### src/include/sched_defines.svh
`ifndef SCHED_DEFINES_SVH
`define SCHED_DEFINES_SVH

// widths of the command fields
`define SCHED_TIME_W 32
`define SCHED_DATA_W 32
`define SCHED_ADDR_W 16
`define SCHED_CMD_W 80

// command layout, time on top and address at the bottom
`define SCHED_TIME_H 79
`define SCHED_TIME_L 48
`define SCHED_DATA_H 47
`define SCHED_DATA_L 16
`define SCHED_ADDR_H 15
`define SCHED_ADDR_L 0

// queue entries, must be a power of two
`define SCHED_FIFO_DEPTH 8
// clock cycles per time unit
`define SCHED_TICK_DIV 4
// pin-control channels and their upper address bits
`define SCHED_CHAN_COUNT 4
`define SCHED_PIN_BASE 12'h0A0

`endif

### src/rtl/sched_pkg.sv
`include "sched_defines.svh"

package sched_pkg;

	// scheduler control states
	typedef enum logic [2:0] {
		ST_IDLE,
		ST_FETCH,
		ST_FIFO_WAIT,
		ST_EXEC,
		ST_EXEC_WAIT
	} sched_state_e;

	// one timed command as it sits in the queue
	// field order gives time in the top bits and address in the bottom bits
	typedef struct packed {
		// execution time
		logic [`SCHED_TIME_W-1:0] when;
		// word written on the bus
		logic [`SCHED_DATA_W-1:0] data;
		// target bus address
		logic [`SCHED_ADDR_W-1:0] addr;
	} sched_cmd_t;

endpackage

### src/rtl/cmd_bus_if.sv
`timescale 1ns/1ps
`include "sched_defines.svh"

// internal write-only command bus
interface cmd_bus_if;
	// address and data hold from one command latch to the next
	logic [`SCHED_ADDR_W-1:0] addr;
	logic [`SCHED_DATA_W-1:0] data;
	// single cycle strobe, en and wr high together
	logic en;
	logic wr;

	// master side
	modport scheduler (output addr, output data, output en, output wr);

	// register banks on the bus
	modport channel (input addr, input data, input en, input wr);

endinterface

### src/rtl/cmd_fifo.sv
`timescale 1ns/1ps
`include "sched_defines.svh"

module cmd_fifo (
	input  logic clk,
	input  logic rst,
	input  logic wr_en,
	input  sched_pkg::sched_cmd_t wr_data,
	output logic full,
	input  logic rd_en,
	output sched_pkg::sched_cmd_t dout,
	output logic valid,
	output logic empty
);

	localparam int DEPTH = `SCHED_FIFO_DEPTH;
	localparam int PTR_W = (DEPTH > 1) ? $clog2(DEPTH) : 1;
	localparam int CNT_W = $clog2(DEPTH + 1);

	sched_pkg::sched_cmd_t mem [DEPTH];
	logic [PTR_W-1:0] wr_ptr;
	logic [PTR_W-1:0] rd_ptr;
	logic [CNT_W-1:0] count;
	logic [CNT_W-1:0] count_next;
	logic push;
	logic pop;

	// full and empty are registered, so they gate the request directly
	assign push = wr_en && !full;
	assign pop = rd_en && !empty;

	// occupancy after this cycle
	always_comb begin
		count_next = count;
		if (push && !pop)
			count_next = count + 1'b1;
		else if (pop && !push)
			count_next = count - 1'b1;
	end

	always_ff @(posedge clk or posedge rst) begin
		if (rst) begin
			wr_ptr <= '0;
			rd_ptr <= '0;
			count <= '0;
			full <= 1'b0;
			empty <= 1'b1;
			valid <= 1'b0;
		end else begin
			// pointers wrap at the last entry
			if (push)
				wr_ptr <= (wr_ptr == PTR_W'(DEPTH - 1)) ? '0 : wr_ptr + 1'b1;
			if (pop)
				rd_ptr <= (rd_ptr == PTR_W'(DEPTH - 1)) ? '0 : rd_ptr + 1'b1;
			count <= count_next;
			full <= (count_next == CNT_W'(DEPTH));
			empty <= (count_next == '0);
			// dout is good exactly one cycle after the pop
			valid <= pop;
		end
	end

	// storage and registered read port
	always_ff @(posedge clk) begin
		if (push)
			mem[wr_ptr] <= wr_data;
		if (pop)
			dout <= mem[rd_ptr];
	end

endmodule

### src/rtl/pin_control.sv
`timescale 1ns/1ps
`include "sched_defines.svh"

module pin_control (
	input  logic clk,
	input  logic rst,
	// write side of the command bus
	cmd_bus_if.channel bus,
	// one data word per channel
	output logic [`SCHED_DATA_W-1:0] chan_words [`SCHED_CHAN_COUNT]
);

	// low nibble selects the channel, the rest selects this block
	localparam int IDX_W = 4;
	localparam int BASE_W = `SCHED_ADDR_W - IDX_W;

	logic [BASE_W-1:0] base_sel;
	logic [IDX_W-1:0] chan_sel;
	logic base_hit;
	logic chan_ok;
	logic wr_hit;

	assign base_sel = bus.addr[`SCHED_ADDR_W-1:IDX_W];
	assign chan_sel = bus.addr[IDX_W-1:0];

	// base must match exactly
	assign base_hit = (base_sel == BASE_W'(`SCHED_PIN_BASE));
	// indices past the last channel are ignored
	assign chan_ok = (int'(chan_sel) < `SCHED_CHAN_COUNT);

	// write strobe aimed at one of our channels
	assign wr_hit = bus.en && bus.wr && base_hit && chan_ok;

	// one register per channel
	for (genvar g = 0; g < `SCHED_CHAN_COUNT; g++) begin : g_chan
		logic sel;

		assign sel = wr_hit && (chan_sel == IDX_W'(g));

		// updates at the edge that ends the strobe cycle
		always_ff @(posedge clk or posedge rst) begin
			if (rst)
				chan_words[g] <= '0;
			else if (sel)
				chan_words[g] <= bus.data;
		end
	end

endmodule

### src/rtl/sched_top.sv
`timescale 1ns/1ps
`include "sched_defines.svh"

module sched_top (
	input  logic clk,
	input  logic rst,
	// starts the time base
	input  logic start,
	// host push into the command queue
	input  logic cmd_wr_en,
	input  logic [`SCHED_CMD_W-1:0] cmd_wr_data,
	output logic cmd_full,
	// observation
	output logic [`SCHED_TIME_W-1:0] current_time,
	output logic [`SCHED_ADDR_W-1:0] bus_addr,
	output logic [`SCHED_DATA_W-1:0] bus_data,
	output logic bus_wr,
	output logic [`SCHED_CHAN_COUNT*`SCHED_DATA_W-1:0] chan_words
);

	sched_pkg::sched_cmd_t wr_cmd;
	sched_pkg::sched_cmd_t cmd_dout;
	logic cmd_rd_en;
	logic cmd_valid;
	logic cmd_empty;
	logic [`SCHED_DATA_W-1:0] chan_arr [`SCHED_CHAN_COUNT];

	cmd_bus_if bus ();

	// split the flat host word into its fields
	assign wr_cmd.when = cmd_wr_data[`SCHED_TIME_H:`SCHED_TIME_L];
	assign wr_cmd.data = cmd_wr_data[`SCHED_DATA_H:`SCHED_DATA_L];
	assign wr_cmd.addr = cmd_wr_data[`SCHED_ADDR_H:`SCHED_ADDR_L];

	time_base time_base_inst (
		.clk(clk),
		.rst(rst),
		.start(start),
		.current_time(current_time)
	);

	cmd_fifo cmd_fifo_inst (
		.clk(clk),
		.rst(rst),
		.wr_en(cmd_wr_en),
		.wr_data(wr_cmd),
		.full(cmd_full),
		.rd_en(cmd_rd_en),
		.dout(cmd_dout),
		.valid(cmd_valid),
		.empty(cmd_empty)
	);

	scheduler scheduler_inst (
		.clk(clk),
		.rst(rst),
		.current_time(current_time),
		.cmd_dout(cmd_dout),
		.cmd_empty(cmd_empty),
		.cmd_valid(cmd_valid),
		.cmd_rd_en(cmd_rd_en),
		.bus(bus.scheduler)
	);

	pin_control pin_control_inst (
		.clk(clk),
		.rst(rst),
		.bus(bus.channel),
		.chan_words(chan_arr)
	);

	// bus observation
	assign bus_addr = bus.addr;
	assign bus_data = bus.data;
	assign bus_wr = bus.wr;

	// channel 0 in the low word
	for (genvar g = 0; g < `SCHED_CHAN_COUNT; g++) begin : g_flat
		assign chan_words[g*`SCHED_DATA_W +: `SCHED_DATA_W] = chan_arr[g];
	end

endmodule

### src/rtl/scheduler.sv
`timescale 1ns/1ps
`include "sched_defines.svh"

module scheduler (
	input  logic clk,
	input  logic rst,
	// running time from the time base
	input  logic [`SCHED_TIME_W-1:0] current_time,
	// command queue side
	input  sched_pkg::sched_cmd_t cmd_dout,
	input  logic cmd_empty,
	input  logic cmd_valid,
	output logic cmd_rd_en,
	// internal command bus
	cmd_bus_if.scheduler bus
);

	sched_pkg::sched_state_e state;
	sched_pkg::sched_state_e state_next;

	// command being held until its time
	sched_pkg::sched_cmd_t cmd_q;
	logic load_cmd;
	logic time_zero;
	logic cmd_due;

	assign time_zero = (current_time == '0);
	// late commands count as due
	assign cmd_due = (current_time >= cmd_q.when);

	always_ff @(posedge clk or posedge rst) begin
		if (rst)
			state <= sched_pkg::ST_IDLE;
		else
			state <= state_next;
	end

	// next state and strobes, outputs are not registered
	always_comb begin
		state_next = state;
		cmd_rd_en = 1'b0;
		load_cmd = 1'b0;
		bus.en = 1'b0;
		bus.wr = 1'b0;
		case (state)
			sched_pkg::ST_IDLE: begin
				// stay put until the time base has started
				if (!time_zero)
					state_next = sched_pkg::ST_FETCH;
			end
			sched_pkg::ST_FETCH: begin
				// one read pulse, only when something is queued
				if (!cmd_empty && !time_zero) begin
					cmd_rd_en = 1'b1;
					state_next = sched_pkg::ST_FIFO_WAIT;
				end
			end
			sched_pkg::ST_FIFO_WAIT: begin
				// take the command at this edge
				if (cmd_valid) begin
					load_cmd = 1'b1;
					state_next = sched_pkg::ST_EXEC;
				end
			end
			sched_pkg::ST_EXEC: begin
				// hold until the command time is reached or passed
				if (cmd_due) begin
					bus.en = 1'b1;
					bus.wr = 1'b1;
					state_next = sched_pkg::ST_EXEC_WAIT;
				end
			end
			sched_pkg::ST_EXEC_WAIT: begin
				// settle cycle for the channel registers
				// addr and data stay stable, no strobe here
				state_next = sched_pkg::ST_FETCH;
			end
			default: begin
				state_next = sched_pkg::ST_IDLE;
			end
		endcase
	end

	// command register
	always_ff @(posedge clk or posedge rst) begin
		if (rst)
			cmd_q <= '0;
		else if (load_cmd)
			cmd_q <= cmd_dout;
	end

	// address and data straight from the held command
	assign bus.addr = cmd_q.addr;
	assign bus.data = cmd_q.data;

endmodule

### src/rtl/time_base.sv
`timescale 1ns/1ps
`include "sched_defines.svh"

module time_base (
	input  logic clk,
	input  logic rst,
	input  logic start,
	output logic [`SCHED_TIME_W-1:0] current_time
);

	// prescaler needs at least one bit even for a divider of 1
	localparam int DIV = `SCHED_TICK_DIV;
	localparam int PRE_W = (DIV > 1) ? $clog2(DIV) : 1;

	logic running;
	logic [PRE_W-1:0] prescale;
	logic tick;

	// last prescale cycle of a time unit
	assign tick = (prescale == PRE_W'(DIV - 1));

	always_ff @(posedge clk or posedge rst) begin
		if (rst) begin
			running <= 1'b0;
			prescale <= '0;
			current_time <= '0;
		end else if (!running) begin
			// sticky start, counting begins on the following cycle
			running <= start;
		end else if (tick) begin
			prescale <= '0;
			current_time <= current_time + 1'b1;
		end else begin
			prescale <= prescale + 1'b1;
		end
	end

endmodule
### config.mk
export PLATFORM = sky130hd
export DESIGN_NAME = sched_top
export DESIGN_NICKNAME = d
export VERILOG_FILES = /design/src/rtl/sched_pkg.sv /design/src/rtl/cmd_bus_if.sv /design/src/rtl/cmd_fifo.sv /design/src/rtl/pin_control.sv /design/src/rtl/sched_top.sv /design/src/rtl/scheduler.sv /design/src/rtl/time_base.sv
export VERILOG_INCLUDE_DIRS = /design/src /design/src/include
export SDC_FILE = /design/constraint.sdc
export NUM_CORES = 1
export LEC_CHECK = 0
export ABC_AREA = 1
export ABC_CLOCK_PERIOD_IN_PS = 12020
export CAP_MARGIN = 20
export CORE_ASPECT_RATIO = 1.5
export CORE_MARGIN = 4
export CORE_UTILIZATION = 50
export DETAILED_ROUTE_END_ITERATION = 6
export DONT_BUFFER_PORTS = 1
export PLACE_DENSITY = 0.69
export SYNTH_ARGS = -nofsm -noshare
export SYNTH_HDL_FRONTEND = slang
export SYNTH_SLANG_ARGS = --single-unit
### constraint.sdc
create_clock -name clk -period 12.02 [get_ports clk]
set_input_delay 1.202 -clock clk [delete_from_list [all_inputs] [get_ports clk]]
set_output_delay 1.202 -clock clk [all_outputs]
set_load 0.02 [all_outputs]
==> out/qor.csv <==
metric,value,unit
status,"complete, no violations",
Non-Filler Instances,4172,
"Seq/Total Area, Yosys",0.730,
Yosys Warn Count,0,
critical path arrival,3.02,ns
peak supply drop,0.195,mV
largest area contributor in the netlist,edfxtp_1,
core area,76300,µm²
Crit Reg-Reg Startpoint,cmd_fifo_inst.full,
share of layout cells above drive strength 1,0.0661,
Synth area leaders,"edfxtp_1 56%, dfrtp_1 17%, nor2_1 6.9%, o21ai_0 5.9%, nand2_1 2.4%",
Vias,23719,
GP Congestion,0.870,
clock-pin slew on the worst setup and hold paths,0.07,ns
# hold bufs at CTS,0,
initial drt markers,2037,
Hold Path Class,in -> async,
Post-Place Cells,4006,
final WL,88700,µm
crit start category,register,
FF-to-FF path depth,4,
Rel. slew slack,0.276,
fin crit period,4.22,ns
largest net degree at the start of global routing,205,
CTS buffer count,88,
unrepaired setup endpoints after global routing,no,
Max H-tree Level,3,
"Cell Area, Synth",38500,µm²
Std-Cell Rows,124,
area delta synth->final,9.41,%
number of global-route vias before repair,23143,
"Worst Path Class, Setup",reg -> out,
setup bufs post-CTS,0,
Clock Skews,0.0224,ns
GRT Residual Overflow,0,
Synth Instances,3184,
IO Count,294,
Leakage,15.7,nW
final setup fails,0,
critical path required time,10.82,ns
RR Endpoint,cmd_fifo_inst.mem[5][59],
Pwr Total,10.1,mW
WL/cell,21.3,µm
max cap viols,0,
Die ar.,81600,µm²
Worst Max-Slew Pin Slew,1.08,ns
Setup crit end kind,output pin,
Die Y,348,µm
distinct cell type count after synthesis,32,
Post-CTS Resized,0,
ant diodes,0,
max-slew violation count,0,
Post-DP HPWL,53800,µm
drt first pass iters,6,
# clock sinks,979,
die width,235,µm
Synth top area share,0.562,
fin crit share,0.351,
design area,42100,µm²
Avg Vias per Cell,5.69,
Layout Nets,3215,
"Max FO, Critical Path",7,
worst skew pair latency,0.66,ns
initial core utilization,0.504,
first-pass GRT wire length,136000,µm
Detail Route Antenna Nets,0,
Residual DRC,0,
root buffer cell,clkbuf_16,
GR Util All Layers,0.213,
CTS tree,yes,
Yosys reg bits,979,
Synth Area per Inst,12.1,µm²
initial antenna violation count,2,
final hold vios,0,
CTS Buffer Depth,3,
Worst R2R Setup Slack,8.26,ns
Max Clk Rate,237,MHz
syn nets,3309,
IO buf count,0,
Placement Cell Area,39100,µm²
Setup TNS Final,0,ns
pwr/cell area,239,nW/µm²
==> worst max-delay path: stages (launching register included) <==
cell,delay (ns)
dfrtp_1,0.58
ha_1,0.41
nand2_1,0.07
o21ai_0,0.19
nand2_1,0.09
a21oi_1,0.23
nor2_1,0.12
nand3_1,0.15
nand2_1,0.12
nor2_1,0.42
==> registers in the layout, indices dropped and copies added, names as in the netlist <==
name,count
time_base_inst.current_time,32
cmd_fifo_inst.empty,1
cmd_fifo_inst.valid,1
scheduler_inst.state,3
cmd_fifo_inst.count,4
cmd_fifo_inst.dout,80
scheduler_inst.bus.data,32
cmd_fifo_inst.full,1
cmd_fifo_inst.mem,640
time_base_inst.running,1
cmd_fifo_inst.wr_ptr,3
scheduler_inst.cmd_q,32
pin_control_inst.chan_words,128
time_base_inst.prescale,2
cmd_fifo_inst.rd_ptr,3
scheduler_inst.bus.addr,16
==> logic make-up (layout without fill, tap and decap cells) <==
kind of cell               Yosys count  count (layout)  synth area share
AOI/OAI and AO/OA                  722             722            0.0994
xor gates and xnor gates            31              31           0.00705
adders and majority gates           41              41            0.0133
buffers and inverters              366             346            0.0414
DFF                                979             979             0.730
muxes                                6               6           0.00176
and+or+nand+nor                   1039            1039             0.107
==> cell type report <==
cell class	instances	area, µm²
Clock inverter	41	408
Fill cell	6082	34200
Tap cell	1008	1260
Inverter	153	597
Multi-Input combinational cell	1839	8870
Sequential cell	979	28100
Timing Repair Buffer	29	263
Clock buffer	123	2610
==> power breakdown <==
part / switching (mW) / internal (mW) / leakage, nW
registers: 0.438 / 4.42 / 9.92
clock network: 1.24 / 1.60 / 1.47
logic: 1.70 / 0.651 / 4.30
total: 3.38 / 6.67 / 15.7
==> through the flow <==
| step | hold slack (ns) | setup WS (ns) | util |
|---|---|---|---|
| global route | 0.516 | 7.65 | 0.552 |
| CTS | 0.496 | 7.79 | 0.551 |
| global placement | 0.459 | 7.44 | 0.512 |
| floorplan | 0.447 | 3.69 | - |
| detailed placement | 0.483 | 7.38 | 0.512 |
| finish | 0.497 | 7.80 | 0.552 |
==> routing by layer <==
| layer | vias up | GRT usage | part of all wire |
|---|---|---|---|
| met5 | - | 0 | 0.00016 |
| met4 | 2 | 0.0788 | 0.032 |
| met3 | 169 | 0.0548 | 0.092 |
| met2 | 968 | 0.344 | 0.48 |
| met1 | 11678 | 0.281 | 0.40 |
| li1 | 10902 | - | - |
==> cell usage after synthesis <==
cell and n:
nand4_2 4, o22ai_1 80, nand4_1 20, nand2_1 248, nor4_4 2, nor3_1 18, or2_2 3, o21ai_0 452
nand3_2 1, mux2_2 6, o21a_1 2, clkbuf_1 124, a21oi_1 94, xor2_1 31, inv_1 150, edfxtp_1 720
nor2_1 711, nand2_2 2, a31oi_1 81, nor4_1 4, buf_4 48, dfrtp_1 258, nand3_1 23, nor3_2 3
clkinv_1 1, o21bai_1 2, o21ai_1 11, dfstp_2 1, buf_1 10, ha_1 41, buf_2 31, inv_2 2
==> worst max path at each step <==
| stage | from | end | slack, ns | cells after the start |
|---|---|---|---|---|
| finish | time_base_inst.current_time[19] | bus_wr | 7.80 | 9 |
| global route | time_base_inst.current_time[3] | bus_wr | 7.65 | 13 |
| CTS | time_base_inst.current_time[19] | bus_wr | 7.79 | 9 |
| detailed placement | cmd_wr_en | cmd_fifo_inst.mem[6][62] | 7.38 | 6 |
| global placement | cmd_wr_en | cmd_fifo_inst.mem[6][65] | 7.44 | 6 |
| floorplan | rst | cmd_fifo_inst.count[0] | 3.69 | 1 |
==> placed cells by master (no fill, tap or decap), drive strengths merged <==
| cell | count |
|---|---|
| inv | 155 |
| o22ai | 80 |
| clkinvlp | 4 |
| bufinv | 3 |
| edfxtp | 720 |
| mux2 | 6 |
| a21oi | 94 |
| nor3 | 21 |
| nand4 | 24 |
| o21a | 2 |
| xor2 | 31 |
| o21bai | 2 |
| nand3 | 24 |
| dfstp | 1 |
| o21ai | 463 |
| ha | 41 |
| dfrtp | 258 |
| or2 | 3 |
| nand2 | 250 |
| a31oi | 81 |
| nor4 | 6 |
| clkbuf | 123 |
| clkinv | 32 |
| nor2 | 711 |
| buf | 29 |
(Power assumes the default switching activity.)
